==> src/hw/tlb_geom_pkg.sv <==
`default_nettype none

package tlb_geom_pkg;

  // Virtual page number, split into tag and set index.
  localparam int VPN_WIDTH = 36;
  localparam int SET_BITS = 5;   // Low VPN bits.
  localparam int SETS = 1 << SET_BITS;
  localparam int TAG_WIDTH = VPN_WIDTH - SET_BITS;

  // Associativity.
  localparam int WAYS = 4;
  localparam int WAY_BITS = 2;

  // Lookup queue size and the requester's starting credit count.
  localparam int QUEUE_DEPTH = 4;

endpackage

`default_nettype wire
==> src/hw/tlb_entry_pkg.sv <==
`default_nettype none

package tlb_entry_pkg;

  localparam int PPN_WIDTH = 28;
  localparam int PERM_WIDTH = 2;   // Writable and user.

  // Entry layout, from the low end up.
  localparam int PERM_LO = 0;
  localparam int PERM_HI = PERM_LO + PERM_WIDTH - 1;
  localparam int PPN_LO = PERM_HI + 1;
  localparam int PPN_HI = PPN_LO + PPN_WIDTH - 1;
  localparam int TAG_LO = PPN_HI + 1;
  localparam int TAG_HI = TAG_LO + tlb_geom_pkg::TAG_WIDTH - 1;
  localparam int VALID_BIT = TAG_HI + 1;

  localparam int ENTRY_WIDTH = VALID_BIT + 1;   // 62 bits.

endpackage

`default_nettype wire

==> src/hw/dtlb_way.sv <==
`timescale 1ns/10ps
`default_nettype none

module dtlb_way (
  input  logic                                  clk,
  input  logic                                  rst,
  input  logic                                  rd_en,
  input  logic [tlb_geom_pkg::VPN_WIDTH-1:0]    rd_vpn,
  output logic                                  hit,
  output logic                                  valid,
  output logic [tlb_entry_pkg::ENTRY_WIDTH-1:0] rd_entry,
  input  logic                                  wr_en,
  input  logic [tlb_geom_pkg::VPN_WIDTH-1:0]    wr_vpn,
  input  logic [tlb_entry_pkg::PPN_WIDTH-1:0]   wr_ppn,
  input  logic [tlb_entry_pkg::PERM_WIDTH-1:0]  wr_perm,
  input  logic                                  clear,
  input  logic [tlb_geom_pkg::SET_BITS-1:0]     clear_set
);
  import tlb_geom_pkg::*;
  import tlb_entry_pkg::*;

  logic [TAG_WIDTH-1:0] tag_q;
  logic [ENTRY_WIDTH-1:0] ram_rd;
  logic [ENTRY_WIDTH-1:0] fill_entry;
  logic [ENTRY_WIDTH-1:0] ram_wr_data;
  logic [SET_BITS-1:0] ram_wr_addr;

  // Tag is captured in the same cycle as the RAM read address.
  always_ff @(posedge clk)
  begin
    if (rd_en)
      tag_q <= rd_vpn[VPN_WIDTH-1:SET_BITS];
  end

  assign rd_entry = ram_rd;
  assign valid = ram_rd[VALID_BIT];
  assign hit = valid && (ram_rd[TAG_HI:TAG_LO] == tag_q);

  always_comb
  begin
    fill_entry = '0;
    fill_entry[VALID_BIT] = 1'b1;
    fill_entry[TAG_HI:TAG_LO] = wr_vpn[VPN_WIDTH-1:SET_BITS];
    fill_entry[PPN_HI:PPN_LO] = wr_ppn;
    fill_entry[PERM_HI:PERM_LO] = wr_perm;
  end

  assign ram_wr_addr = clear ? clear_set : wr_vpn[SET_BITS-1:0];
  assign ram_wr_data = clear ? '0 : fill_entry;   // Sweep writes invalid entries.

  dtlb_ram ram0 (
    .clk(clk),
    .rst(rst),
    .rd_en(rd_en),
    .rd_addr(rd_vpn[SET_BITS-1:0]),
    .rd_data(ram_rd),
    .wr_en(wr_en || clear),
    .wr_addr(ram_wr_addr),
    .wr_data(ram_wr_data)
  );

endmodule

`default_nettype wire

==> src/hw/dtlb_ram.sv <==
`timescale 1ns/10ps
`default_nettype none

module dtlb_ram (
  input  logic                                clk,
  input  logic                                rst,
  input  logic                                rd_en,
  input  logic [tlb_geom_pkg::SET_BITS-1:0]   rd_addr,
  output logic [tlb_entry_pkg::ENTRY_WIDTH-1:0] rd_data,
  input  logic                                wr_en,
  input  logic [tlb_geom_pkg::SET_BITS-1:0]   wr_addr,
  input  logic [tlb_entry_pkg::ENTRY_WIDTH-1:0] wr_data
);
  import tlb_geom_pkg::*;
  import tlb_entry_pkg::*;

  logic [ENTRY_WIDTH-1:0] mem [SETS];
  logic [SET_BITS-1:0] rd_addr_q;

  assign rd_data = mem[rd_addr_q];   // Read after the address register.

  always_ff @(posedge clk)
  begin
    if (rst)
      rd_addr_q <= '0;
    else if (rd_en)
      rd_addr_q <= rd_addr;
  end

  always_ff @(posedge clk)
  begin
    if (wr_en)
      mem[wr_addr] <= wr_data;
  end

endmodule

`default_nettype wire

==> config.mk <==
export PLATFORM = sky130hd
export DESIGN_NAME = dtlb_way
export DESIGN_NICKNAME = d
export VERILOG_FILES = /design/src/hw/tlb_geom_pkg.sv /design/src/hw/tlb_entry_pkg.sv /design/src/hw/dtlb_way.sv /design/src/hw/dtlb_ram.sv
export SDC_FILE = /design/constraint.sdc
export NUM_CORES = 2
export LEC_CHECK = 0
export ABC_AREA = 0
export BUFFER_PORTS_ARGS = -buffer_cell sky130_fd_sc_hd__buf_2
export CELL_PAD_IN_SITES_DETAIL_PLACEMENT = 0
export CELL_PAD_IN_SITES_GLOBAL_PLACEMENT = 1
export CORE_MARGIN = 5
export CORE_UTILIZATION = 55
export CTS_BUF_LIST = sky130_fd_sc_hd__clkbuf_4 sky130_fd_sc_hd__clkbuf_8
export CTS_CLUSTER_DIAMETER = 120
export DETAILED_ROUTE_END_ITERATION = 16
export PLACE_DENSITY_LB_ADDON = 0.1
export SYNTH_ARGS = -nofsm -noshare
export SYNTH_HDL_FRONTEND = slang
export SYNTH_SLANG_ARGS = --single-unit
==> constraint.sdc <==
create_clock -name clk -period 14 [get_ports clk]
set_input_delay 0.7 -clock clk [delete_from_list [all_inputs] [get_ports clk]]
set_output_delay 0.7 -clock clk [all_outputs]
set_load 0.02 [all_outputs]
==> summary.md <==
| Metric | Value |
|---|---|
| Status | `completed` |
| Initial antenna violation count | `5` |
| Hold Crit Class | `primary input to register` |
| Slew margin rel. | `between 10 and 15%` |
| Grt ovf | `0` |
| Final slew viol count | `0` |
| Clock-pin transition on the worst setup and hold timing paths | `roughly 0.060 ns` |
| Final hold viol count | `0` |
| Fraction of layout cells with a size suffix above 1 | `approximately 34%` |
| Htree depth | `5` |
| Largest net degree at the start of global routing | `73` |
| Initial Util | `55.16%` |
| Initial DRC count | `4,318` |
| FILL cells | `a little under 10,000` |
| Max-cap violations | `0` |
| Drc violations | `0` |
| Row count | `about 140` |
| Via-to-Cell Ratio | `6.324` |
| Clock Path Buffers | `4` |
| Clk_lat worst skew | `1.00 ns` |
| DR vias | `between 30,000 and 40,000` |
| Tmin final | `approximately 8.3 ns` |
| Crit Path Class | `register to primary output` |
| Hold slack | `0.3133 ns` |
| IO Pins | `around 180` |
| Layout area overhead | `13.43%` |
| GP Congestion | `0.7760` |
| Number of CTS-inserted buffers | `about 340` |
| Global Route Usage Sum | `27.49%` |
| PD cells | `143.2 nW/µm²` |
| Chip width | `386.1 µm` |
| Tcrit/Tclk final | `roughly three fifths` |
| Net Count, Synth | `3,513` |
| Leak Pwr | `0.02530 µW` |
| R2R Setup Slk | `12.83 ns` |
| Core Area | `141,100 µm²` |
| Synth Instances | `around 3,400` |
| Global-route wire length before repair | `286,400 µm` |
| Most frequent cells in the layout | `edfxtp_1 (2,015), mux4_2 (509), clkbuf_8 (342)` |
| Clk sink count | `2,025` |
| Worst clock skew | `0.01498 ns` |
| Most common cell after layout, fill and taps aside | `edfxtp_1` |
| Nets | `4,028` |
| Register Area | `60,730 µm²` |
| Final setup viols | `0` |
| Placed wire-length estimate | `between 100,000 and 150,000 µm` |
| Achievable clock frequency | `120.8 MHz` |
| Dominant synthesized flop cell | `edfxtp_1` |
| Die height | `~390 µm` |
| Multi-input logic area | `16,430 µm²` |
| Crit path capture type | `primary output` |
| Distinct cells, synth | `63` |
| Worst Path Arrival | `7.58 ns` |
| Vias in the first global route | `39,212` |
| Setup TNS | `0 ns` |
| Final ANT Viol Nets | `0` |
| Post-synth EDFFs | `2,015` |
| Routed WL | `between 200,000 and 250,000 µm` |
| Sequential area share after synthesis | `78.02%` |
| CTS tree | `done` |
| Mapped Area | `slightly below 80,000 µm²` |
| Post CTS Setup Buffer Count | `0` |
| Total Power | `12,640 µW` |
| Synth Register Bits | `2,025` |
| Post-DR wirelength/cell | `approximately 34 µm` |
| Critical Path RT | `13.30 ns` |
| Port bufs | `175` |
| Drt pass-1 iters | `7` |
| Crit path max fanout | `69` |
| Die area | `between 100,000 and 150,000 µm²` |
| Syn Area/Cell | `22.88 µm²` |
| RSZ-0062 raised after global routing | `false` |
| Ys async rst share | `0%` |
| Root Buffer | `clkbuf_8` |
| Startpoint types | `register` |
| Worst Tran Pin Value | `1.313 ns` |
| Yosys warning count | `0` |
| Peak VDD IR | `0.1045 mV` |
-- cell usage after synthesis, types with 3 or more instances --
library cell	instances	area [µm²]
edfxtp_1	2015	60510
mux4_2	509	11460
nand2_1	156	585.6
mux2i_1	124	1241
nor2b_1	71	444.2
buf_2	64	320.3
a22oi_1	62	465.5
nor2_1	58	217.7
clkbuf_1	54	202.7
buf_1	24	90.09
nand3_1	20	100.1
buf_6	19	214.0
mux2_2	16	180.2
xnor2_1	16	140.1
xor2_1	16	140.1
buf_4	14	105.1
a21oi_1	12	60.06
nand4_1	12	75.07
a31oi_1	10	62.56
and2_1	10	62.56
dfxtp_1	10	200.2
a221oi_1	9	78.83
inv_1	9	33.78
o22ai_1	7	43.79
a211oi_1	6	45.04
a32oi_1	5	43.79
mux4_1	5	131.4
o2111ai_1	5	43.79
a32o_1	4	40.04
o211ai_1	4	30.03
o32ai_1	4	35.03
a22o_1	3	26.28
and3_1	3	18.77
nand2b_1	3	18.77
o21ai_0	3	15.01
or2_2	3	18.77
-- report_power, final --
group	switching, µW	internal [µW]	total (µW)
registers	48.6	6800	6850
clock network	2220	2800	5010
logic	488	287	775
-- critical path, cell delays in order, from the launching register on --
cell and delay, ns:
dfxtp_4 0.73, buf_4 0.92, buf_4 0.98, buf_4 0.92
mux4_2 0.37, nand2_1 0.06, and3_1 0.21, a211oi_1 0.58
xnor2_1 0.20, nand4_1 0.20, or3_1 0.43, nor4_2 0.44
buf_2 0.26
-- layer usage --
metal | vias up | global-route usage (%) | share of wire, % | wire, µm
li1 | 15437 | - | - | -
met1 | 20665 | 38.31 | 40 | 80460
met2 | 1747 | 45.67 | 51 | 102800
met3 | 349 | 3.802 | 6.7 | 13680
met4 | 0 | 9.351 | 3.0 | 6101
met5 | - | 0 | 0 | 0
-- cell type report --
class | instances | area share (%)
antenna | 3 | 0.008506
clock buffer | 471 | 6.430
clock inverter | 97 | 0.7925
inverter | 11 | 0.04962
multi-input combinational | 1189 | 18.61
sequential | 2025 | 68.81
tap | 1890 | 2.679
timing repair buffer | 354 | 2.623
-- state kept, by name, summed over array words and instances, names as in the netlist, named ones only --
name / cells
ram0.rd_addr_q: 5
ram0.mem: 1984
tag_q: 31
-- final timing paths --
| check | from | end | cells after the start |
|---|---|---|---|
| hold / removal | wr_ppn[10] | ram0.mem[19][12] | 3 |
| setup / recovery | register | hit | 12 |
| hold reg to reg | ram0.rd_addr_q[4] | register | 2 |
| setup reg to reg | ram0.rd_addr_q[3] | register | 3 |
-- timing repair --
item | in CTS | in global routing
resized for setup | 0 | 0
hold buffers | 37 | 0
endpoints found under the hold margin | 41 | 0
-- metrics by stage --
| stage | area (µm²) | worst slack (ns) | std cells | utilization (%) |
|---|---|---|---|---|
| floorplan | 77810 | 9.057 | 3401 | - |
| global placement | 81510 | 6.714 | 5432 | 57.78 |
| detailed placement | 81510 | 6.757 | 5432 | 57.78 |
| CTS | 88250 | 5.632 | 6037 | 62.56 |
| global route | 88260 | 5.451 | 6039 | 62.56 |
| finish | 88260 | 5.720 | 6040 | 62.56 |
-- logic make-up (layout without fill, tap and decap cells) --
logic type | after synthesis | in the layout | share of synthesized area [%]
flip-flops | 2025 | 2025 | 78.02
multiplexers | 654 | 654 | 16.73
AND/OR/NAND/NOR | 350 | 350 | 2.121
buffers and inverters | 187 | 933 | 1.277
AO/OA/AOI/OAI | 153 | 153 | 1.494
XOR/XNOR | 32 | 32 | 0.3602
other | 0 | 3 | 0
No activity file was read; power rests on OpenSTA's default activity.
