**config.mk**
```make
export PLATFORM = sky130hd
export DESIGN_NAME = lookup_queue
export DESIGN_NICKNAME = d
export VERILOG_FILES = /design/src/hw/tlb_geom_pkg.sv /design/src/hw/lookup_queue.sv
export SDC_FILE = /design/constraint.sdc
export NUM_CORES = 1
export LEC_CHECK = 0
export BUFFER_PORTS_ARGS = -buffer_cell sky130_fd_sc_hd__buf_2
export CAP_MARGIN = 20
export CORE_UTILIZATION = 35
export CTS_BUF_LIST = sky130_fd_sc_hd__clkbuf_2
export CTS_CLUSTER_SIZE = 14
export DETAILED_ROUTE_END_ITERATION = 12
export PLACE_DENSITY = 0.55
export SETUP_SLACK_MARGIN = 0.15
export SLEW_MARGIN = 20
export SYNTH_ARGS = -nofsm -noshare
export SYNTH_HDL_FRONTEND = slang
export SYNTH_SLANG_ARGS = --single-unit
export TNS_END_PERCENT = 1
```
**constraint.sdc**
```tcl
create_clock -name clk -period 1.82 [get_ports clk]
set_input_delay 0.182 -clock clk [delete_from_list [all_inputs] [get_ports clk]]
set_output_delay 0.182 -clock clk [all_outputs]
set_load 0.02 [all_outputs]
```
**src/hw/tlb_geom_pkg.sv**
```systemverilog
`default_nettype none

package tlb_geom_pkg;

  // Virtual page number, split into tag and set index.
  localparam int VPN_WIDTH = 36;
  localparam int SET_BITS = 5;   // Low VPN bits.
  localparam int SETS = 1 << SET_BITS;
  localparam int TAG_WIDTH = VPN_WIDTH - SET_BITS;

  // Associativity.
  localparam int WAYS = 4;
  localparam int WAY_BITS = 2;

  // Lookup queue size and the requester's starting credit count.
  localparam int QUEUE_DEPTH = 4;

endpackage

`default_nettype wire
```
**src/hw/lookup_queue.sv**
```systemverilog
`timescale 1ns/10ps
`default_nettype none

module lookup_queue (
  input  logic                               clk,
  input  logic                               rst,
  input  logic                               push,
  input  logic [tlb_geom_pkg::VPN_WIDTH-1:0] push_vpn,
  input  logic                               deq,
  output logic [tlb_geom_pkg::VPN_WIDTH-1:0] head_vpn,
  output logic                               empty,
  output logic                               credit
);
  import tlb_geom_pkg::*;

  logic [VPN_WIDTH-1:0] slots [QUEUE_DEPTH];
  logic [$clog2(QUEUE_DEPTH)-1:0] rd_ptr;
  logic [$clog2(QUEUE_DEPTH)-1:0] wr_ptr;
  logic [$clog2(QUEUE_DEPTH+1)-1:0] count;

  assign head_vpn = slots[rd_ptr];
  assign empty = (count == '0);
  assign credit = deq;   // One credit back per dequeued entry.

  // Requester credits keep this from overflowing.
  always_ff @(posedge clk)
  begin
    if (push)
      slots[wr_ptr] <= push_vpn;
  end

  always_ff @(posedge clk)
  begin
    if (rst)
    begin
      rd_ptr <= '0;
      wr_ptr <= '0;
      count <= '0;
    end
    else
    begin
      if (push)
        wr_ptr <= (int'(wr_ptr) == QUEUE_DEPTH - 1) ? '0 : wr_ptr + 1'b1;
      if (deq)
        rd_ptr <= (int'(rd_ptr) == QUEUE_DEPTH - 1) ? '0 : rd_ptr + 1'b1;
      case ({push, deq})
        2'b10: count <= count + 1'b1;
        2'b01: count <= count - 1'b1;
        default: count <= count;
      endcase
    end
  end

endmodule

`default_nettype wire

```
==> impl_metrics.ini, run 1 <==
[outcome]
status = finished with violations
violations = setup timing

[worst_hold_path]
hold_class = in -> reg
hold_start = push_vpn[20]

[placement]
dp_hpwl_um = 6060
dp.cells = 529
globalplace.congestion = 0.675
preCtsSetupSlack_ns = 0.134
numPortBuffers = 77

[sta]
hold_viol = 0
clock-skew-final_ns = 0.0207
rsz0062_at_grt = yes
worst_slew_pin_slew_ns = 0.432
slew_viol_final = 0
fin_crit_sh = 1.19
hold_ws_ns = 0.247
max_freq_ghz = 0.462
slew_headroom = 0.712
period_minus_slack_ns = 2.16
fin_ws_ns = -0.342
setup_viol = 36
tns_ns = -10.74

[drt]
vias = 2734
dr.pass1.iters = 4
drtIter0Drc = 129
drtAntennaViolNets = 0
met2_length_um = 5000
via_per_inst = 4.56
dr.max_layer_used = met4
wl_met3_um = 490
wl_per_cell_um = 17.2
drcViolationCount = 0
wl_met1_um = 4690
wl_um = 10300

[logic_synthesis]
ys_seq_elements = 153
synthArstFlopShare = 0
synth_top_area_share = 0.759
yosysMostFrequentCell = edfxtp_1
ys_warn_count = 0
netlist_area_mm2 = 0.00570
synth_area_per_cell_um2 = 24.2
synth_nets = 282
ys_types = 21
yosys.area.top_type = edfxtp_1
synthCells = 235
synthTopCellsByCount = 144 x edfxtp_1, 30 x mux4_2, 9 x dfxtp_1
synth-edff-count = 144
synth_seq_area_share = 0.791
synthTopCellsByArea = edfxtp_1 76%, mux4_2 12%, dfxtp_1 3.2%
synth_top_flop_cell = edfxtp_1

[clock_tree]
clock-root-buffer = clkbuf_2
cts_buffers = 17
cts_buffer_depth = 2
clkLatencyLatePin_ns = 0.66
path_clk_slew_ns = 0.20
clock_sinks = 153
cts_setup_buffers = 0
cts_tree = done
htreeDepth = 4

[global_routing]
track_usage = 0.135
grt_pass1_vias = 2912
grt_max_degree = 37
antenna_found_initial = 0
grt_remaining_overflow = 0
grt_pass1_wl_um = 16000

[die]
ioPinCount = 78
die_h_um = 130
design.core.area_mm2 = 0.0159
initial_utilization = 0.359
die-area_mm2 = 0.0168
fp-row-count = 46
die_width_um = 130

[setup_path]
worst_ep_arrival_time_ns = 1.98
required_ns = 1.64
cp_max_fo = 13
r2r-start = count[0]$_SDFFE_PP0P_
cp-end-kind = output port
reg2reg_to = count[2]$_SDFFE_PP0P_
rrSetupSlack_ns = 0.29
crit_path_start_kind = flop
reg2regPathDepth = 5
worstSetupPathType = reg -> out
critPathCapture = head_vpn[26]

[final_layout]
fin_nets = 418
drive_gt1_frac = 0.419
register_area_mm2 = 0.00452
fillers = 1413
postLayoutCoreUtil = 0.451
multi_input_area_mm2 = 0.00107
finalNonFillerCells = 600
area_growth_pct = 25.8
diodes = 0

[flow_run]
drv_cap = 0

[power_and_ir_drop]
vdd_drop_max_uv = 365
pwr_density_cell_mw_per_mm2 = 978
total_leakage_power_nw = 2.47
==> report_power, final <==
part | total, mW | internal (mW) | switching [mW] | leakage [nW]
Sequential | 4.05 | 4.00 | 0.0518 | 1.40
Clock | 2.03 | 0.939 | 1.09 | 0.161
Combinational | 0.920 | 0.443 | 0.478 | 0.911
Total | 7.01 | 5.38 | 1.62 | 2.47
==> timing repair <==
item	4_1_cts	5_1_grt
hold buffers	39	0
gates resized for setup	13	12
endpoints found under the hold margin	153	0
pin swaps	1	1
endpoints found under the setup margin	37	37
==> worst min path at each step <==
stage                                   to  depth (start not counted)
floorplan            count[2]$_SDFFE_PP0P_                          1
global placement    slots[3][29]$_DFFE_PP_                          1
detailed placement   slots[0][5]$_DFFE_PP_                          1
CTS                  slots[1][9]$_DFFE_PP_                          2
global route        slots[3][34]$_DFFE_PP_                          2
finish              slots[2][20]$_DFFE_PP_                          2
==> registers in the layout, indices dropped and copies added (netlist names), named ones only <==
register,flops
slots,144
wr_ptr,2
count,3
rd_ptr,2
==> layer usage <==
metal | vias up | track usage
met2 | 67 | 0.215
met1 | 1408 | 0.171
met5 | - | 0
met3 | 10 | 0.0438
met4 | 0 | 0.0575
li1 | 1249 | -
==> per-stage QoR <==
step                area (um2)  power (mW)
detailed placement        6450        4.97
finish                    7170        7.01
global route              7170        7.34
floorplan                 5700        4.65
global placement          6450        4.95
CTS                       7130        7.11
==> cell usage in the layout, fill, tap and decap left out, types with 3 or more instances in the layout <==
| cell | instances |
|---|---|
| mux2i_1 | 3 |
| inv_1 | 6 |
| dlygate4sd3_1 | 39 |
| ha_1 | 6 |
| mux4_2 | 32 |
| a21oi_1 | 3 |
| buf_2 | 69 |
| buf_6 | 7 |
| mux4_1 | 4 |
| and2_2 | 4 |
| clkbuf_2 | 24 |
| clkinvlp_4 | 3 |
| edfxtp_1 | 144 |
| dfxtp_1 | 4 |
| buf_12 | 9 |
| nor2_1 | 8 |
| bufinv_16 | 4 |
| dfxtp_2 | 3 |
==> cells by family after synthesis <==
group	after synthesis	share of synthesized area
AOI/OAI and AO/OA	4	0.00351
xor gates and xnor gates	2	0.00308
adders and majority gates	7	0.0167
buffers and inverters	15	0.0213
DFF	153	0.791
muxes	39	0.152
and+or+nand+nor	15	0.0130
==> critical path, stage by stage, from the launching register on <==
cell	delay [ns]
dfxtp_4	0.42
buf_12	0.17
mux4_1	0.55
buf_2	0.19
==> cell type report <==
type	count	area share
Inverter	6	0.00314
Multi-Input combinational cell	67	0.150
Timing Repair Buffer	126	0.142
Sequential cell	153	0.630
Clock buffer	24	0.0168
Clock inverter	8	0.0206
Tap cell	216	0.0377
(Power assumes the default switching activity.)
==> run 2: changes to the inputs <==
==> constraint.sdc (replaced) <==
create_clock -name clk -period 1.82 [get_ports clk]
set_input_delay 0.182 -clock clk [delete_from_list [all_inputs] [get_ports clk]]
set_output_delay 0.182 -clock clk [all_outputs]
set_load 0.1 [all_outputs]
==> run 2 against run 1 <==
Compared with the run above: the flow still finishes with violations (setup timing); critical path depth increased by 1; sequential power hardly changed; core utilization grew 1.1 points; global-route usage up 0.29 points; via count rose by 1.8%; count of clock-buffer cells in the layout down 4; critical path type unchanged; critical endpoint is now head_vpn[27]; largest power group unchanged.
==> impl_metrics.ini, run 2 (synthesis gave the netlist of run 1 again) <==
[setup_path]
worstSetupPathType = reg -> out
worst_ep_arrival_time_ns = 2.08
cp-end-kind = output port
rrSetupSlack_ns = 0.22
crit_path_start_kind = flop
required_ns = 1.64
reg2reg_to = count[2]$_SDFFE_PP0P_
reg2regPathDepth = 5
r2r-start = count[0]$_SDFFE_PP0P_
cp_max_fo = 5

[final_layout]
fillers = 1379
regMostFlops = slots
area_growth_pct = 28.9
drive_gt1_frac = 0.414
register_area_mm2 = 0.00451
finalNonFillerCells = 605
mostFrequentLayoutCells = 144 x edfxtp_1, 40 x dlygate4sd3_1, 40 x buf_2
fin_nets = 423
diodes = 0
layout_commonest_cell = edfxtp_1
top_regs = slots x144, count x3
largest_register_ffs = 144
postLayoutCoreUtil = 0.462
multi_input_area_mm2 = 0.00106

[die]
initial_utilization = 0.359
fp-row-count = 46
die_h_um = 130
design.core.area_mm2 = 0.0159
ioPinCount = 78
die-area_mm2 = 0.0168
die_width_um = 130

[power_and_ir_drop]
combPwrFrac = 0.244
pwr-share-seq = 0.531
clockPowerShare = 0.225
swShare = 0.316
vdd_drop_max_uv = 509
p_int_mw = 5.22
pwr_density_cell_mw_per_mm2 = 1040
total_leakage_power_nw = 2.53
p_sw_mw = 2.41

[drt]
dr.pass1.iters = 4
via_per_inst = 4.60
drtIter0Drc = 110
drcViolationCount = 0
wl_per_cell_um = 17.4
wl_um = 10600
drtAntennaViolNets = 0
vias = 2782

[outcome]
status = finished with violations
violations = setup timing

[global_routing]
track_usage = 0.138
grt_pass1_vias = 2934
grt_remaining_overflow = 0
grt_pass1_wl_um = 16100
antenna_found_initial = 0
grt_max_degree = 37

[sta]
fin_ws_ns = -0.439
hold_viol = 0
period_minus_slack_ns = 2.26
slew_viol_final = 0
fin_crit_sh = 1.24
rsz0062_at_grt = yes
setup_viol = 36
hold_ws_ns = 0.222
clock-skew-final_ns = 0.0284
slew_headroom = 0.676
max_freq_ghz = 0.443
worst_slew_pin_slew_ns = 0.489

[placement]
numPortBuffers = 77
dp.cells = 530
dp_hpwl_um = 6100
globalplace.congestion = 0.648

[clock_tree]
path_clk_slew_ns = 0.21
clock-root-buffer = clkbuf_2
clock_sinks = 153
clkLatencyLatePin_ns = 0.68
cts_buffers = 17
cts_buffer_depth = 2
htreeDepth = 4
cts_tree = done

[worst_hold_path]
min_to = slots[1][24]$_DFFE_PP_
hold_start = push_vpn[24]
hold_path_depth = 2
hold_class = in -> reg

[flow_run]
drv_cap = 0
## run 2: repair_timing
item                                    4_1_cts  5_1_grt
pin swaps                                     1        0
endpoints found under the setup margin       37       37
setup buffers                                 1        0
hold buffers                                 40        0
gates cloned                                  1        1
resized for setup                            85        4
hold endpoints to repair                    153        0
## run 2: per-layer routing
metal / track usage / share of wire / vias to the layer above / wire length (um)
met4: 0.0650 / 0.018 / 0 / 186
li1: - / - / 1262 / -
met1: 0.171 / 0.44 / 1439 / 4620
met2: 0.220 / 0.50 / 67 / 5230
met3: 0.0454 / 0.049 / 14 / 518
met5: 0 / 0 / - / 0
## run 2: critical path: stages (launching register included)
cell       delay [ns]
dfxtp_4          0.43
buf_12           0.12
clkbuf_16        0.15
mux4_2           0.51
buf_8            0.19
## run 2: how the worst max path moves through the flow
stage                           startpoint               endpoint  slack, ns  cells past startpoint
floorplan           wr_ptr[0]$_SDFFE_PP0P_  slots[2][0]$_DFFE_PP_      0.002                      3
global placement                      flop           head_vpn[29]       0.15                      3
detailed placement                    flop           head_vpn[29]       0.12                      3
CTS                                   flop           head_vpn[28]      -0.57                      4
global route                          flop            head_vpn[0]      -0.60                      4
finish                                flop           head_vpn[27]      -0.44                      4
## run 2: power by group through the flow
| stage | combinational [mW] | clock, mW | sequential, mW |
|---|---|---|---|
| 6_report | 1.86 | 1.71 | 4.05 |
| 5_1_grt | 1.94 | 1.94 | 4.06 |
| 4_1_cts | 1.86 | 1.80 | 4.05 |
| 3_5_place_dp | 1.57 | 0 | 4.13 |
| 3_3_place_gp | 1.57 | 0 | 4.12 |
| 2_1_floorplan | 1.29 | 0 | 4.11 |
## run 2: layout make-up
cell class | instances | area share
Clock buffer | 20 | 0.0136
Clock inverter | 12 | 0.0148
Inverter | 6 | 0.00307
Multi-Input combinational cell | 67 | 0.145
Sequential cell | 153 | 0.615
Tap cell | 216 | 0.0368
Timing Repair Buffer | 131 | 0.172
## run 2: through the flow
step / power [mW] / setup TNS [ns] / worst slack [ns] / instance area [um2]
2_1_floorplan: 5.40 / 0 / 0.00169 / 5700
3_3_place_gp: 5.68 / 0 / 0.149 / 6410
3_5_place_dp: 5.70 / 0 / 0.119 / 6410
4_1_cts: 7.71 / -19.14 / -0.571 / 7300
5_1_grt: 7.94 / -20.46 / -0.599 / 7340
6_report: 7.62 / -14.39 / -0.439 / 7340
==> run 3: changes to the inputs <==
--- a/config.mk
+++ b/config.mk
@@ -7,11 +7,13 @@
 export LEC_CHECK = 0
 export BUFFER_PORTS_ARGS = -buffer_cell sky130_fd_sc_hd__buf_2
 export CAP_MARGIN = 20
+export CELL_PAD_IN_SITES_DETAIL_PLACEMENT = 1
+export CELL_PAD_IN_SITES_GLOBAL_PLACEMENT = 1
 export CORE_UTILIZATION = 35
 export CTS_BUF_LIST = sky130_fd_sc_hd__clkbuf_2
 export CTS_CLUSTER_SIZE = 14
 export DETAILED_ROUTE_END_ITERATION = 12
-export PLACE_DENSITY = 0.55
+export PLACE_DENSITY = 0.61
 export SETUP_SLACK_MARGIN = 0.15
 export SLEW_MARGIN = 20
 export SYNTH_ARGS = -nofsm -noshare
==> run 3 against run 2 <==
Compared with the run above: critical endpoint is now head_vpn[1]; the run still ends with setup timing left; count of clock-buffer cells in the layout did not move; clock skew fell by 0.011 ns; combinational power barely moved; non-clock buffer count fell by 2; setup slack improved by 0.0069 ns; core utilization rose by 0.12 points.
==> impl_metrics.ini, run 3 (synthesis gave the netlist of run 1 again) <==
[global_routing]
antenna_found_initial = 1
grt_remaining_overflow = 0
track_usage = 0.142
grt_pass1_wl_um = 16900
grt_max_degree = 32
grt_pass1_vias = 3094

[setup_path]
worst_path_largest_cell_delay_ns = 0.56
cp-end-kind = output port
cp_num_buf_inv = 2
cp_slowest_cell = mux4_2
worstPathCellList = buf_12 > mux4_2 > buf_8
worst_ep_arrival_time_ns = 2.07
r2r-start = count[0]$_SDFFE_PP0P_
cp_max_fo = 14
reg2regPathDepth = 5
cpLargestDelayFamily = multiplexers
worstSetupPathType = reg -> out
required_ns = 1.64
reg2reg_to = count[2]$_SDFFE_PP0P_
crit_path_start_kind = flop
rrSetupSlack_ns = 0.25

[placement]
dp_hpwl_um = 6860
preCtsSetupSlack_ns = 0.104
globalplace.congestion = 0.652
numPortBuffers = 77
dp.cells = 532

[worst_hold_path]
hold_path_depth = 2
hold_start = push_vpn[29]
min_to = slots[3][29]$_DFFE_PP_
hold_class = in -> reg

[clock_tree]
cts_setup_buffers = 0
clock_sinks = 153
cts_tree = done
cts_buffer_depth = 2
htreeDepth = 4
path_clk_slew_ns = 0.19
clkLatencyLatePin_ns = 0.68
clock-root-buffer = clkbuf_2
cts_buffers = 17

[power_and_ir_drop]
total_leakage_power_nw = 2.55
p_total_mw = 7.76
vdd_drop_max_uv = 414
pwr_density_cell_mw_per_mm2 = 1050

[final_layout]
area_growth_pct = 29.2
layout_commonest_cell = edfxtp_1
finalNonFillerCells = 602
largest_register_ffs = 144
postLayoutCoreUtil = 0.463
register_area_mm2 = 0.00451
fin_nets = 421
mostFrequentLayoutCells = 144 x edfxtp_1, 40 x buf_2, 39 x dlygate4sd3_1
drive_gt1_frac = 0.412
multi_input_area_mm2 = 0.00108
regMostFlops = slots
top_regs = slots x144, count x3
diodes = 0
fillers = 1521

[sta]
period_minus_slack_ns = 2.25
fin_crit_sh = 1.24
slew_viol_final = 0
setup_viol = 36
rsz0062_at_grt = yes
tns_ns = -14.31
max_freq_ghz = 0.444
clock-skew-final_ns = 0.0170
slew_headroom = 0.680
hold_viol = 0
worst_slew_pin_slew_ns = 0.484
fin_ws_ns = -0.432

[drt]
drtIter0Drc = 128
drcViolationCount = 0
drtAntennaViolNets = 0
wl_per_cell_um = 18.3
via_per_inst = 4.63
wl_um = 11000
dr.pass1.iters = 4
vias = 2786

[flow_run]
drv_cap = 0

[die]
die-area_mm2 = 0.0168
ioPinCount = 78
initial_utilization = 0.359
die_h_um = 130
design.core.area_mm2 = 0.0159
die_width_um = 130
fp-row-count = 46

[outcome]
violations = setup timing
status = finished with violations
[run 3: cell count changes in the layout (fill, tap and decap cells not counted), sizes merged]
cell,delta
bufinv,+1
clkinvlp,-1
clkbuf,-1
dlygate4sd3,-1
clkinv,-1
[run 3: worst max path at each step]
| stage | cells after the start | to |
|---|---|---|
| floorplan | 3 | slots[2][0]$_DFFE_PP_ |
| global placement | 3 | head_vpn[30] |
| finish | 3 | head_vpn[1] |
| CTS | 3 | head_vpn[1] |
| global route | 3 | head_vpn[1] |
| detailed placement | 3 | head_vpn[30] |
[run 3: worst reg2reg max path, stage by stage (launching register included)]
cell and delay (ns):
dfxtp_2 0.41, inv_1 0.07, fa_1 0.44, xor2_1 0.16
or3_1 0.30, a21oi_1 0.14
[run 3: report_power, final]
group	internal [mW]	switching (mW)
registers	4.00	0.0569
logic	0.586	1.26
clock network	0.754	1.11
total	5.34	2.42
[run 3: final cells by class]
class	count	area share
clock buffers	20	0.0136
well taps	216	0.0367
repair buffers	129	0.169
clock inverters	11	0.0177
flip-flops and latches	153	0.613
multi-input cells	67	0.147
inverters	6	0.00306
[run 3: routing by layer]
metal	global-route usage	part of all wire
met1	0.174	0.45
met2	0.233	0.49
met3	0.0450	0.043
met4	0.0616	0.0097
met5	0	0.0012
[run 3: what timing repair did]
item,CTS,global route
hold buffers,39,0
resized for setup,83,3
setup endpoints to repair,37,37
endpoints found under the hold margin,165,0
pin swaps,1,0
[run 3: stage by stage]
| stage | area, um2 | hold slack [ns] |
|---|---|---|
| floorplan | 5700 | 0.251 |
| global placement | 6470 | 0.393 |
| detailed placement | 6470 | 0.402 |
| CTS | 7350 | 0.118 |
| global route | 7360 | 0.121 |
| finish | 7360 | 0.233 |
