[config.mk]
export PLATFORM = sky130hd
export DESIGN_NAME = dtlb_plru
export DESIGN_NICKNAME = d
export VERILOG_FILES = /design/src/hw/tlb_geom_pkg.sv /design/src/hw/dtlb_plru.sv
export SDC_FILE = /design/constraint.sdc
export NUM_CORES = 1
export LEC_CHECK = 0
export ABC_AREA = 0
export ABC_CLOCK_PERIOD_IN_PS = 2800
export BUFFER_PORTS_ARGS = -buffer_cell sky130_fd_sc_hd__buf_4
export CAP_MARGIN = 5
export CORE_MARGIN = 1.5
export CORE_UTILIZATION = 50
export CTS_CLUSTER_SIZE = 20
export DETAILED_ROUTE_END_ITERATION = 7
export GPL_TIMING_DRIVEN = 0
export PLACE_DENSITY = 0.77
export SLEW_MARGIN = 20
export SYNTH_ARGS = -nofsm -noshare
export SYNTH_HDL_FRONTEND = slang
export SYNTH_SLANG_ARGS = --single-unit
[constraint.sdc]
create_clock -name clk -period 2.8 [get_ports clk]
set_input_delay 0.14 -clock clk [delete_from_list [all_inputs] [get_ports clk]]
set_output_delay 0.14 -clock clk [all_outputs]
set_load 0.02 [all_outputs]
[src/hw/tlb_geom_pkg.sv]
`default_nettype none

package tlb_geom_pkg;

  // Virtual page number, split into tag and set index.
  localparam int VPN_WIDTH = 36;
  localparam int SET_BITS = 5;   // Low VPN bits.
  localparam int SETS = 1 << SET_BITS;
  localparam int TAG_WIDTH = VPN_WIDTH - SET_BITS;

  // Associativity.
  localparam int WAYS = 4;
  localparam int WAY_BITS = 2;

  // Lookup queue size and the requester's starting credit count.
  localparam int QUEUE_DEPTH = 4;

endpackage

`default_nettype wire
[src/hw/dtlb_plru.sv]
`timescale 1ns/10ps
`default_nettype none

module dtlb_plru (
  input  logic                              clk,
  input  logic                              rst,
  input  logic [tlb_geom_pkg::SET_BITS-1:0] set,
  input  logic                              touch,
  input  logic [tlb_geom_pkg::WAY_BITS-1:0] touch_way,
  output logic [tlb_geom_pkg::WAY_BITS-1:0] victim
);
  import tlb_geom_pkg::*;

  // Bit 0 is the root, bit 1 picks within ways 0/1, bit 2 within ways 2/3.
  logic [2:0] tree [SETS];
  logic [2:0] cur_bits;
  logic [2:0] new_bits;

  assign cur_bits = tree[set];

  // A zero bit points at the lower half.
  assign victim = cur_bits[0] ? {1'b1, cur_bits[2]} : {1'b0, cur_bits[1]};

  // Point every node on the path away from the touched way.
  always_comb
  begin
    new_bits = cur_bits;
    new_bits[0] = ~touch_way[1];
    if (touch_way[1])
      new_bits[2] = ~touch_way[0];
    else
      new_bits[1] = ~touch_way[0];
  end

  always_ff @(posedge clk)
  begin
    if (rst)
    begin
      for (int i = 0; i < SETS; i++)
        tree[i] <= '0;
    end
    else if (touch)
    begin
      tree[set] <= new_bits;
    end
  end

endmodule

`default_nettype wire

==> impl_metrics.ini, run 1 <==
[setup_path]
worst_r2r_path_depth = 7
cp_num_buf_inv = 3
critical_path_class = in -> out
end_kind = output port
crit_arrival_ps = 2420
worstPathRequired_ps = 2660
setup.reg_to_reg.worst_slack_ps = 520
critical_path.slowest_cell = nor4_1
crit-reg2reg-capture = tree[12][2]
worst_r2r_startpoint = tree[27][2]
start_kind = input pin
worst_path_dominant_cell_family = buffers and inverters
crit_chain = buf_2 -> buf_2 -> mux2i_1 -> o22ai_1 -> nor4_1 -> nand2_1 -> mux2_1 -> buf_4
slowest_delay_ps = 540
cpMostUsedCell = buf_2
worst-path-max-fanout = 10

[routing]
route.detailed.vias_per_inst = 6.06
met3_length_um = 1120
wirelength_um = 12100
metal2_wl_um = 5790
detailed_routing_iterations_pass_1 = 8
detail_route.drc_violations = 0
met1Wirelength_um = 4890
drtIter0Drc = 387
drtAntennaViolNets = 0
final_routed_wire_length_divided_by_cell_count_um = 21.3
vias = 3446
maxUsedRoutingLayer = met4

[logic_synthesis]
synth_nets = 422
ys_seq_elements = 96
mappedNetlistArea_um2 = 5160
ys_warn_count = 0
average_cell_area_after_synthesis_um2 = 12.5
synthCells = 412
yosysSeqAreaShare = 0.558
yosys.cell_types.count = 29

[cells_and_area]
synthToLayoutAreaGrowth_pct = 9.08
nets = 441
layout-drive-gt1-share = 0.248
antenna-diode-count = 0
largest-register = tree
largestRegisters = tree: 96 flops
flip_flop_count_of_the_largest_register_after_layout = 96
post-route-cell-area_um2 = 5630
final.fill_count = 842

[placement]
placedInstanceArea_um2 = 5400
place_hpwl_um = 8540
numPortBuffers = 8
gp_congestion = 0.966
post-place-ws_ps = 125

[clocking]
post_cts_resize_count = 0
depth_of_the_cts_h_tree = 3
ctsLongestPathBuffers = 2
number_of_hold_buffers_added_after_cts = 0
cts.root.buffer_cell = clkbuf_8
worstSkewPairLatency_ps = 370
clkSlewWorstSetupHoldPaths_ps = 90
tritoncts_num_sinks = 96
cts_buffers = 9
cts_tree = built
cts.repair_timing.setup_buffer_count = 0

[global_routing]
gr-total-overflow = 0
number_of_antenna_violations_at_the_first_check_in_global_routing = 0
grt.total_usage = 0.231
grt_start_max_net_pins = 16
first_global_vias = 3556
first_pass_grt_wire_length_um = 18700

[power]
static-leakage-power_uw = 0.00195
vdd.ir_drop.worst_uv = 232
p_per_area_nw_per_um2 = 549

[run_status]
status = complete, no violations

[die]
fp.dieArea_um2 = 10900
core.rowCount = 36
floorplan.core_area_um2 = 9910
initial_core_utilization = 0.521
io-pin-count = 12
die_h_um = 105
floorplan.die.width_um = 105

[flow_run]
number_of_max_capacitance_violations_reported = 0

[timing]
final-setup-viol-count = 0
final.period_utilization = 0.915
drv_slew = 0
final.min_clock_period_ps = 2560
rsz_0062_raised_after_global_routing = false
slew-limit-headroom = 0.407
tightest_slew_ps = 886
worst_clock_skew_ps = 11.7
fmax_mhz = 390
hold_viol = 0
setup_ws_post_layout_ps = 238

[min_path]
min-delay-path-class = in -> reg
worst_hold_startpoint = rst
hold_depth = 2
min_to = tree[31][1]
[synth_stat cells]
| cell type | n | area [µm²] |
|---|---|---|
| mux2_1 | 1 | 11.3 |
| nor3b_1 | 3 | 22.5 |
| o22ai_2 | 2 | 25.0 |
| nand2b_1 | 32 | 200 |
| nor2_1 | 35 | 131 |
| and3b_1 | 4 | 35.0 |
| nor4_1 | 6 | 37.5 |
| buf_1 | 1 | 3.75 |
| or4_1 | 1 | 7.51 |
| nor3_2 | 60 | 601 |
| clkbuf_1 | 18 | 67.6 |
| nand2_1 | 33 | 124 |
| nor2b_1 | 2 | 12.5 |
| or4b_4 | 2 | 27.5 |
| buf_6 | 9 | 101 |
| nor3_1 | 5 | 25.0 |
| buf_2 | 10 | 50.1 |
| or4bb_1 | 3 | 33.8 |
| buf_4 | 1 | 7.51 |
| edfxtp_1 | 96 | 2880 |
| nand4bb_1 | 3 | 33.8 |
| mux2i_1 | 48 | 480 |
| nand4b_1 | 4 | 35.0 |
| and2_1 | 1 | 6.26 |
| nand3_1 | 4 | 20.0 |
| o22ai_1 | 22 | 138 |
| or4b_1 | 2 | 20.0 |
| and3_1 | 3 | 18.8 |
| nand4_1 | 1 | 6.26 |
[cells in the final DEF, fill, tap and decap left out, drive strengths merged, types with 2 or more instances in the layout]
master / Yosys / final
nor3: 65 / 65
nand4b: 4 / 4
or4b: 4 / 4
nor4: 6 / 6
nand3: 4 / 4
or4bb: 3 / 3
edfxtp: 96 / 96
buf: 21 / 29
and3: 3 / 3
o22ai: 24 / 24
nor2b: 2 / 2
nand4bb: 3 / 3
and3b: 4 / 4
nand2b: 32 / 32
nor2: 35 / 35
bufinv: 0 / 3
clkbuf: 18 / 28
mux2i: 48 / 48
clkinv: 0 / 2
nor3b: 3 / 3
nand2: 33 / 33
[metal layers]
| layer | GRT usage | up-vias |
|---|---|---|
| met3 | 0.0430 | 26 |
| met4 | 0.104 | 0 |
| li1 | - | 1572 |
| met2 | 0.375 | 189 |
| met1 | 0.303 | 1659 |
| met5 | 0 | - |
[cell families after synthesis]
logic type	after synthesis	synth area share
AOI/OAI and AO/OA	24	0.0315
buffers and inverters	39	0.0446
DFF	96	0.558
muxes	49	0.0952
and+or+nand+nor	204	0.271
[layout make-up]
class                   instances  area, µm²  share of cell area
plain buffers                  38        225              0.0400
clock buffers                  10        128              0.0227
clock inverters                 6        108              0.0191
multi-input cells             277       2060               0.365
flip-flops and latches         96       2880               0.512
well taps                     133        166              0.0295
repair buffers                  9       67.6              0.0120
[through the flow]
| step | hold WS [ps] | total power [µW] | instances | TNS, ps | utilization |
|---|---|---|---|---|---|
| floorplan | 413 | 1940 | 412 | 0 | - |
| global placement | 558 | 2040 | 553 | -442 | 0.544 |
| detailed placement | 575 | 2050 | 554 | 0 | 0.545 |
| CTS | 189 | 3080 | 570 | 0 | 0.569 |
| global route | 214 | 3160 | 569 | 0 | 0.569 |
| finish | 193 | 3090 | 569 | 0 | 0.569 |
[how the worst max path moves through the flow]
stage	startpoint	to	slack [ps]	cells after the start
floorplan	set[1]	victim[0]	720	8
global placement	set[1]	tree[4][1]	-80	6
detailed placement	set[1]	victim[0]	120	9
CTS	set[1]	victim[0]	120	9
global route	set[1]	victim[0]	120	9
finish	set[1]	victim[0]	240	8
[report_power, final]
| group | switching, µW | internal, µW | total, µW |
|---|---|---|---|
| logic | 247 | 122 | 369 |
| registers | 18.0 | 1640 | 1650 |
| clock network | 481 | 590 | 1070 |
| total | 746 | 2350 | 3090 |
(Power assumes the default switching activity.)
==> run 2: changes to the inputs <==
--- a/config.mk
+++ b/config.mk
@@ -6,8 +6,7 @@
 export NUM_CORES = 1
 export LEC_CHECK = 0
 export ABC_AREA = 0
-export ABC_CLOCK_PERIOD_IN_PS = 2800
-export BUFFER_PORTS_ARGS = -buffer_cell sky130_fd_sc_hd__buf_4
+export BUFFER_PORTS_ARGS = -buffer_cell sky130_fd_sc_hd__buf_2
 export CAP_MARGIN = 5
 export CORE_MARGIN = 1.5
 export CORE_UTILIZATION = 50
@@ -15,6 +14,7 @@
 export DETAILED_ROUTE_END_ITERATION = 7
 export GPL_TIMING_DRIVEN = 0
 export PLACE_DENSITY = 0.77
+export REMOVE_ABC_BUFFERS = 1
 export SLEW_MARGIN = 20
 export SYNTH_ARGS = -nofsm -noshare
 export SYNTH_HDL_FRONTEND = slang
==> run 2 against run 1 <==
Effect of this change:
- largest cell class unchanged
- flip-flop and latch count unchanged
- worst setup slack improved by 74 ps
- clock skew decreased by 1.7 ps
- highest routed layer unchanged
- first-iteration DRC count decreased by 39%
- total power decreased by 0.84%
- routed wire length decreased by 14%
==> impl_metrics.ini, run 2 (synthesized netlist as in run 1, its figures left out) <==
[run_status]
status = complete, no violations

[global_routing]
grt_start_max_net_pins = 53
gr-total-overflow = 0
grt.total_usage = 0.202
number_of_antenna_violations_at_the_first_check_in_global_routing = 0
global_route.usage.met1 = 0.265
globalRouteMet3Util = 0.0250
globalRoute.busiestLayer = met2
first_global_vias = 3293
first_pass_grt_wire_length_um = 17000
globalRouteMet2Util = 0.340

[cells_and_area]
largestRegisters = tree: 96 flops
area.sequential_um2 = 2880
nets = 409
synthToLayoutAreaGrowth_pct = 6.44
antenna-diode-count = 0
largest-register = tree
post-route-cell-area_um2 = 5500
multi_input_comb_area_um2 = 2070
layout-drive-gt1-share = 0.245
flip_flop_count_of_the_largest_register_after_layout = 96
final_common_cell = edfxtp_1
layout_common_cells = edfxtp_1 (96), nor3_2 (60), mux2i_1 (48)
final.fill_count = 819

[routing]
wirelength_um = 10500
final_routed_wire_length_divided_by_cell_count_um = 19.5
vias = 3171
drtAntennaViolNets = 0
drtIter0Drc = 235
route.detailed.vias_per_inst = 5.91
detailed_routing_iterations_pass_1 = 5
detail_route.drc_violations = 0

[die]
io-pin-count = 12
core.rowCount = 36
fp.dieArea_um2 = 10900
floorplan.die.width_um = 105
initial_core_utilization = 0.521
die_h_um = 105
floorplan.core_area_um2 = 9910

[setup_path]
critical_path_class = in -> reg
worstPathRequired_ps = 2900
crit_arrival_ps = 2590
worst-path-max-fanout = 52
slowest_delay_ps = 650
critical_path.slowest_cell = buf_4
crit_chain = buf_4 -> mux2i_1 -> o22ai_1 -> nor4_1 -> and3b_2 -> buf_12 -> nor3_2
end_kind = flop
start_kind = input pin

[timing]
final.period_utilization = 0.889
hold_ws_ps = 316
fmax_mhz = 402
tightest_slew_ps = 847
rsz_0062_raised_after_global_routing = false
final.min_clock_period_ps = 2490
slew-limit-headroom = 0.435
hold_viol = 0
worst_clock_skew_ps = 10.0
final-setup-viol-count = 0
drv_slew = 0

[clocking]
post_cts_resize_count = 0
tritoncts_num_sinks = 96
clkSlewWorstSetupHoldPaths_ps = 100
worstSkewPairLatency_ps = 360
ctsLongestPathBuffers = 2
cts_tree = built
number_of_hold_buffers_added_after_cts = 0
cts.repair_timing.setup_buffer_count = 0
cts_buffers = 9
cts.root.buffer_cell = clkbuf_8
depth_of_the_cts_h_tree = 3

[power]
static-leakage-power_uw = 0.00188
vdd.ir_drop.worst_uv = 249
design_power_total_uw = 3070
p_per_area_nw_per_um2 = 558

[placement]
gp_congestion = 0.770
place_hpwl_um = 6790
numPortBuffers = 11
placedInstanceArea_um2 = 5260

[min_path]
min-delay-path-class = in -> reg

[flow_run]
number_of_max_capacitance_violations_reported = 0
[run 2: layer usage]
metal  share of wire  wire length, µm  up-vias
met5               0                0        -
met4           0.020              211        0
met3           0.040              419       19
met2            0.50             5280       94
met1            0.44             4560     1553
li1                -                -     1505
[run 2: final cells by class]
type,instances,share of cell area
tap,133,0.0303
multi-input combinational,277,0.376
clock buffer,10,0.0232
clock inverter,6,0.0209
timing repair buffer,15,0.0250
sequential,96,0.524
[run 2: path summary, 6_finish.rpt]
kind,from,endpoint,slack (ps),cells after the start
min,touch_way[0],tree[22][1],320,3
max reg2reg,tree[12][2],tree[20][2],510,6
max,set[1],tree[20][2],310,7
min reg2reg,tree[10][2],tree[31][2],1260,5
[run 2: through the flow]
step	worst slack [ps]	std cells	utilization	setup TNS [ps]
after floorplan	350	373	-	0
after global placement	-1400	517	0.520	-89360
after detailed placement	-15.5	521	0.530	-44.7
after CTS	357	537	0.555	0
after global routing	184	537	0.555	0
final	311	537	0.555	0
[run 2: power by group]
| group | total, µW | switching, µW | leakage [µW] | internal (µW) |
|---|---|---|---|---|
| Sequential | 1650 | 17.4 | 0.000967 | 1640 |
| Combinational | 326 | 225 | 0.000794 | 102 |
| Clock | 1090 | 489 | 0.000117 | 600 |
| Total | 3070 | 731 | 0.00188 | 2340 |
[run 2: critical path: cells and delay by family]
family          cells  cell delay, ps
simple gates        3            1090
buf+inv             2             910
mux                 1             300
compound gates      1             120
==> run 3: changes to the inputs <==
--- a/config.mk
+++ b/config.mk
@@ -14,6 +14,7 @@
 export DETAILED_ROUTE_END_ITERATION = 7
 export GPL_TIMING_DRIVEN = 0
 export PLACE_DENSITY = 0.77
+export RECOVER_POWER = 25
 export REMOVE_ABC_BUFFERS = 1
 export SLEW_MARGIN = 20
 export SYNTH_ARGS = -nofsm -noshare
==> run 3 against run 2 <==
Effect of this change:
- routed wire length about the same
- global-route usage unchanged
- critical path type unchanged
- via count is the same
- critical path depth did not move
- sequential power hardly changed
- flip-flop and latch count did not move
- critical endpoint unchanged
==> impl_metrics.ini, run 3 (synthesized netlist as in run 1, its figures left out) <==
[flow_run]
number_of_max_capacitance_violations_reported = 0

[min_path]
min-delay-path-class = in -> reg

[setup_path]
worst_r2r_startpoint = tree[12][2]
critical_path_class = in -> reg
cp-endpoint = tree[20][2]
setup.worst_path.start = set[1]
setup.reg_to_reg.worst_slack_ps = 510
start_kind = input pin
crit_arrival_ps = 2590
worst-path-max-fanout = 52
worst_r2r_path_depth = 6
end_kind = flop
crit-reg2reg-capture = tree[20][2]
worstPathRequired_ps = 2900

[clocking]
post_cts_resize_count = 0
worstSkewPairLatency_ps = 360
cts_tree = built
depth_of_the_cts_h_tree = 3
cts.root.buffer_cell = clkbuf_8
tritoncts_num_sinks = 96
cts.repair_timing.setup_buffer_count = 0
cts_buffers = 9
number_of_hold_buffers_added_after_cts = 0
ctsLongestPathBuffers = 2
clkSlewWorstSetupHoldPaths_ps = 100

[die]
floorplan.die.width_um = 105
initial_core_utilization = 0.521
fp.dieArea_um2 = 10900
die_h_um = 105
core.rowCount = 36
io-pin-count = 12
floorplan.core_area_um2 = 9910

[cells_and_area]
nets = 409
largestRegisters = tree: 96 flops
layout_common_cells = edfxtp_1 (96), nor3_2 (60), mux2i_1 (48)
synthToLayoutAreaGrowth_pct = 6.42
final_common_cell = edfxtp_1
antenna-diode-count = 0
layout-drive-gt1-share = 0.243
flip_flop_count_of_the_largest_register_after_layout = 96
finalCoreUtilization = 0.555
largest-register = tree

[power]
sequential_fraction_of_design_power = 0.539
design_power_total_uw = 3070
intPower_uw = 2340
power.share.clock = 0.355
p_sw_frac = 0.238
vdd.ir_drop.worst_uv = 249
netSwitchingPower_uw = 731
p_per_area_nw_per_um2 = 558
static-leakage-power_uw = 0.00188
pwr-share-comb = 0.106

[routing]
drtAntennaViolNets = 0
drtIter0Drc = 235
detail_route.drc_violations = 0
detailed_routing_iterations_pass_1 = 5
final_routed_wire_length_divided_by_cell_count_um = 19.5
vias = 3171
wirelength_um = 10500
route.detailed.vias_per_inst = 5.91

[placement]
place_hpwl_um = 6790
gp_congestion = 0.770
numPortBuffers = 11

[global_routing]
grt_start_max_net_pins = 53
first_global_vias = 3293
grt.total_usage = 0.202
first_pass_grt_wire_length_um = 17000
number_of_antenna_violations_at_the_first_check_in_global_routing = 0
gr-total-overflow = 0

[timing]
slew-limit-headroom = 0.0846
final.min_clock_period_ps = 2490
fmax_mhz = 402
tightest_slew_ps = 1370
final-setup-viol-count = 0
drv_slew = 0
worst_clock_skew_ps = 10.0
hold_viol = 0
rsz_0062_raised_after_global_routing = false
final.period_utilization = 0.889

[run_status]
status = complete, no violations
==> run 3: changes by cell type in the layout (fill, tap and decap cells not counted) <==
cell	previous run	this run
clkbuf_1	1	2
buf_2	10	9
==> run 3: metal layers <==
layer,vias up,track usage,wire length (µm),part of all wire
met5,-,0,0,0
met4,0,0.0812,211,0.020
met1,1553,0.265,4560,0.44
met3,19,0.0250,419,0.040
met2,94,0.340,5270,0.50
li1,1505,-,-,-
==> run 3: cell type report <==
cell class / count / area [µm²]
clock buffer: 10 / 128
fill: 820 / 4410
tap: 133 / 166
timing repair buffer: 15 / 136
clock inverter: 6 / 115
sequential: 96 / 2880
multi-input combinational: 277 / 2070
==> run 3: power groups by stage <==
stage / clock network, µW / registers [µW] / logic, µW
after floorplan: 0 / 1680 / 184
after global placement: 0 / 1680 / 295
after detailed placement: 0 / 1690 / 324
after CTS: 1090 / 1650 / 325
after global routing: 1150 / 1660 / 348
final: 1090 / 1650 / 327
==> run 3: worst min-delay path by stage <==
| stage | startpoint | endpoint | depth (start not counted) |
|---|---|---|---|
| after floorplan | touch_way[1] | tree[0][0] | 1 |
| after global placement | touch_way[1] | tree[26][0] | 2 |
| after detailed placement | touch_way[0] | tree[15][1] | 3 |
| after CTS | touch_way[0] | tree[22][1] | 3 |
| after global routing | touch_way[0] | tree[30][1] | 3 |
| final | touch_way[0] | tree[22][1] | 3 |
==> run 3: metrics by stage <==
step | setup WS [ps] | cell area, µm² | cells | hold WS (ps) | setup TNS, ps
final | 311 | 5500 | 537 | 316 | 0
after global routing | 184 | 5500 | 537 | 339 | 0
after CTS | 357 | 5500 | 537 | 315 | 0
after detailed placement | -15.5 | 5260 | 521 | 687 | -44.7
after global placement | -1400 | 5160 | 517 | 795 | -89360
after floorplan | 350 | 4930 | 373 | 325 | 0
==> run 3: critical path, stage by stage <==
cell and delay, ps:
buf_4 650, mux2i_1 300, o22ai_1 120, nor4_1 460, and3b_2 570, buf_12 260, nor3_2 60
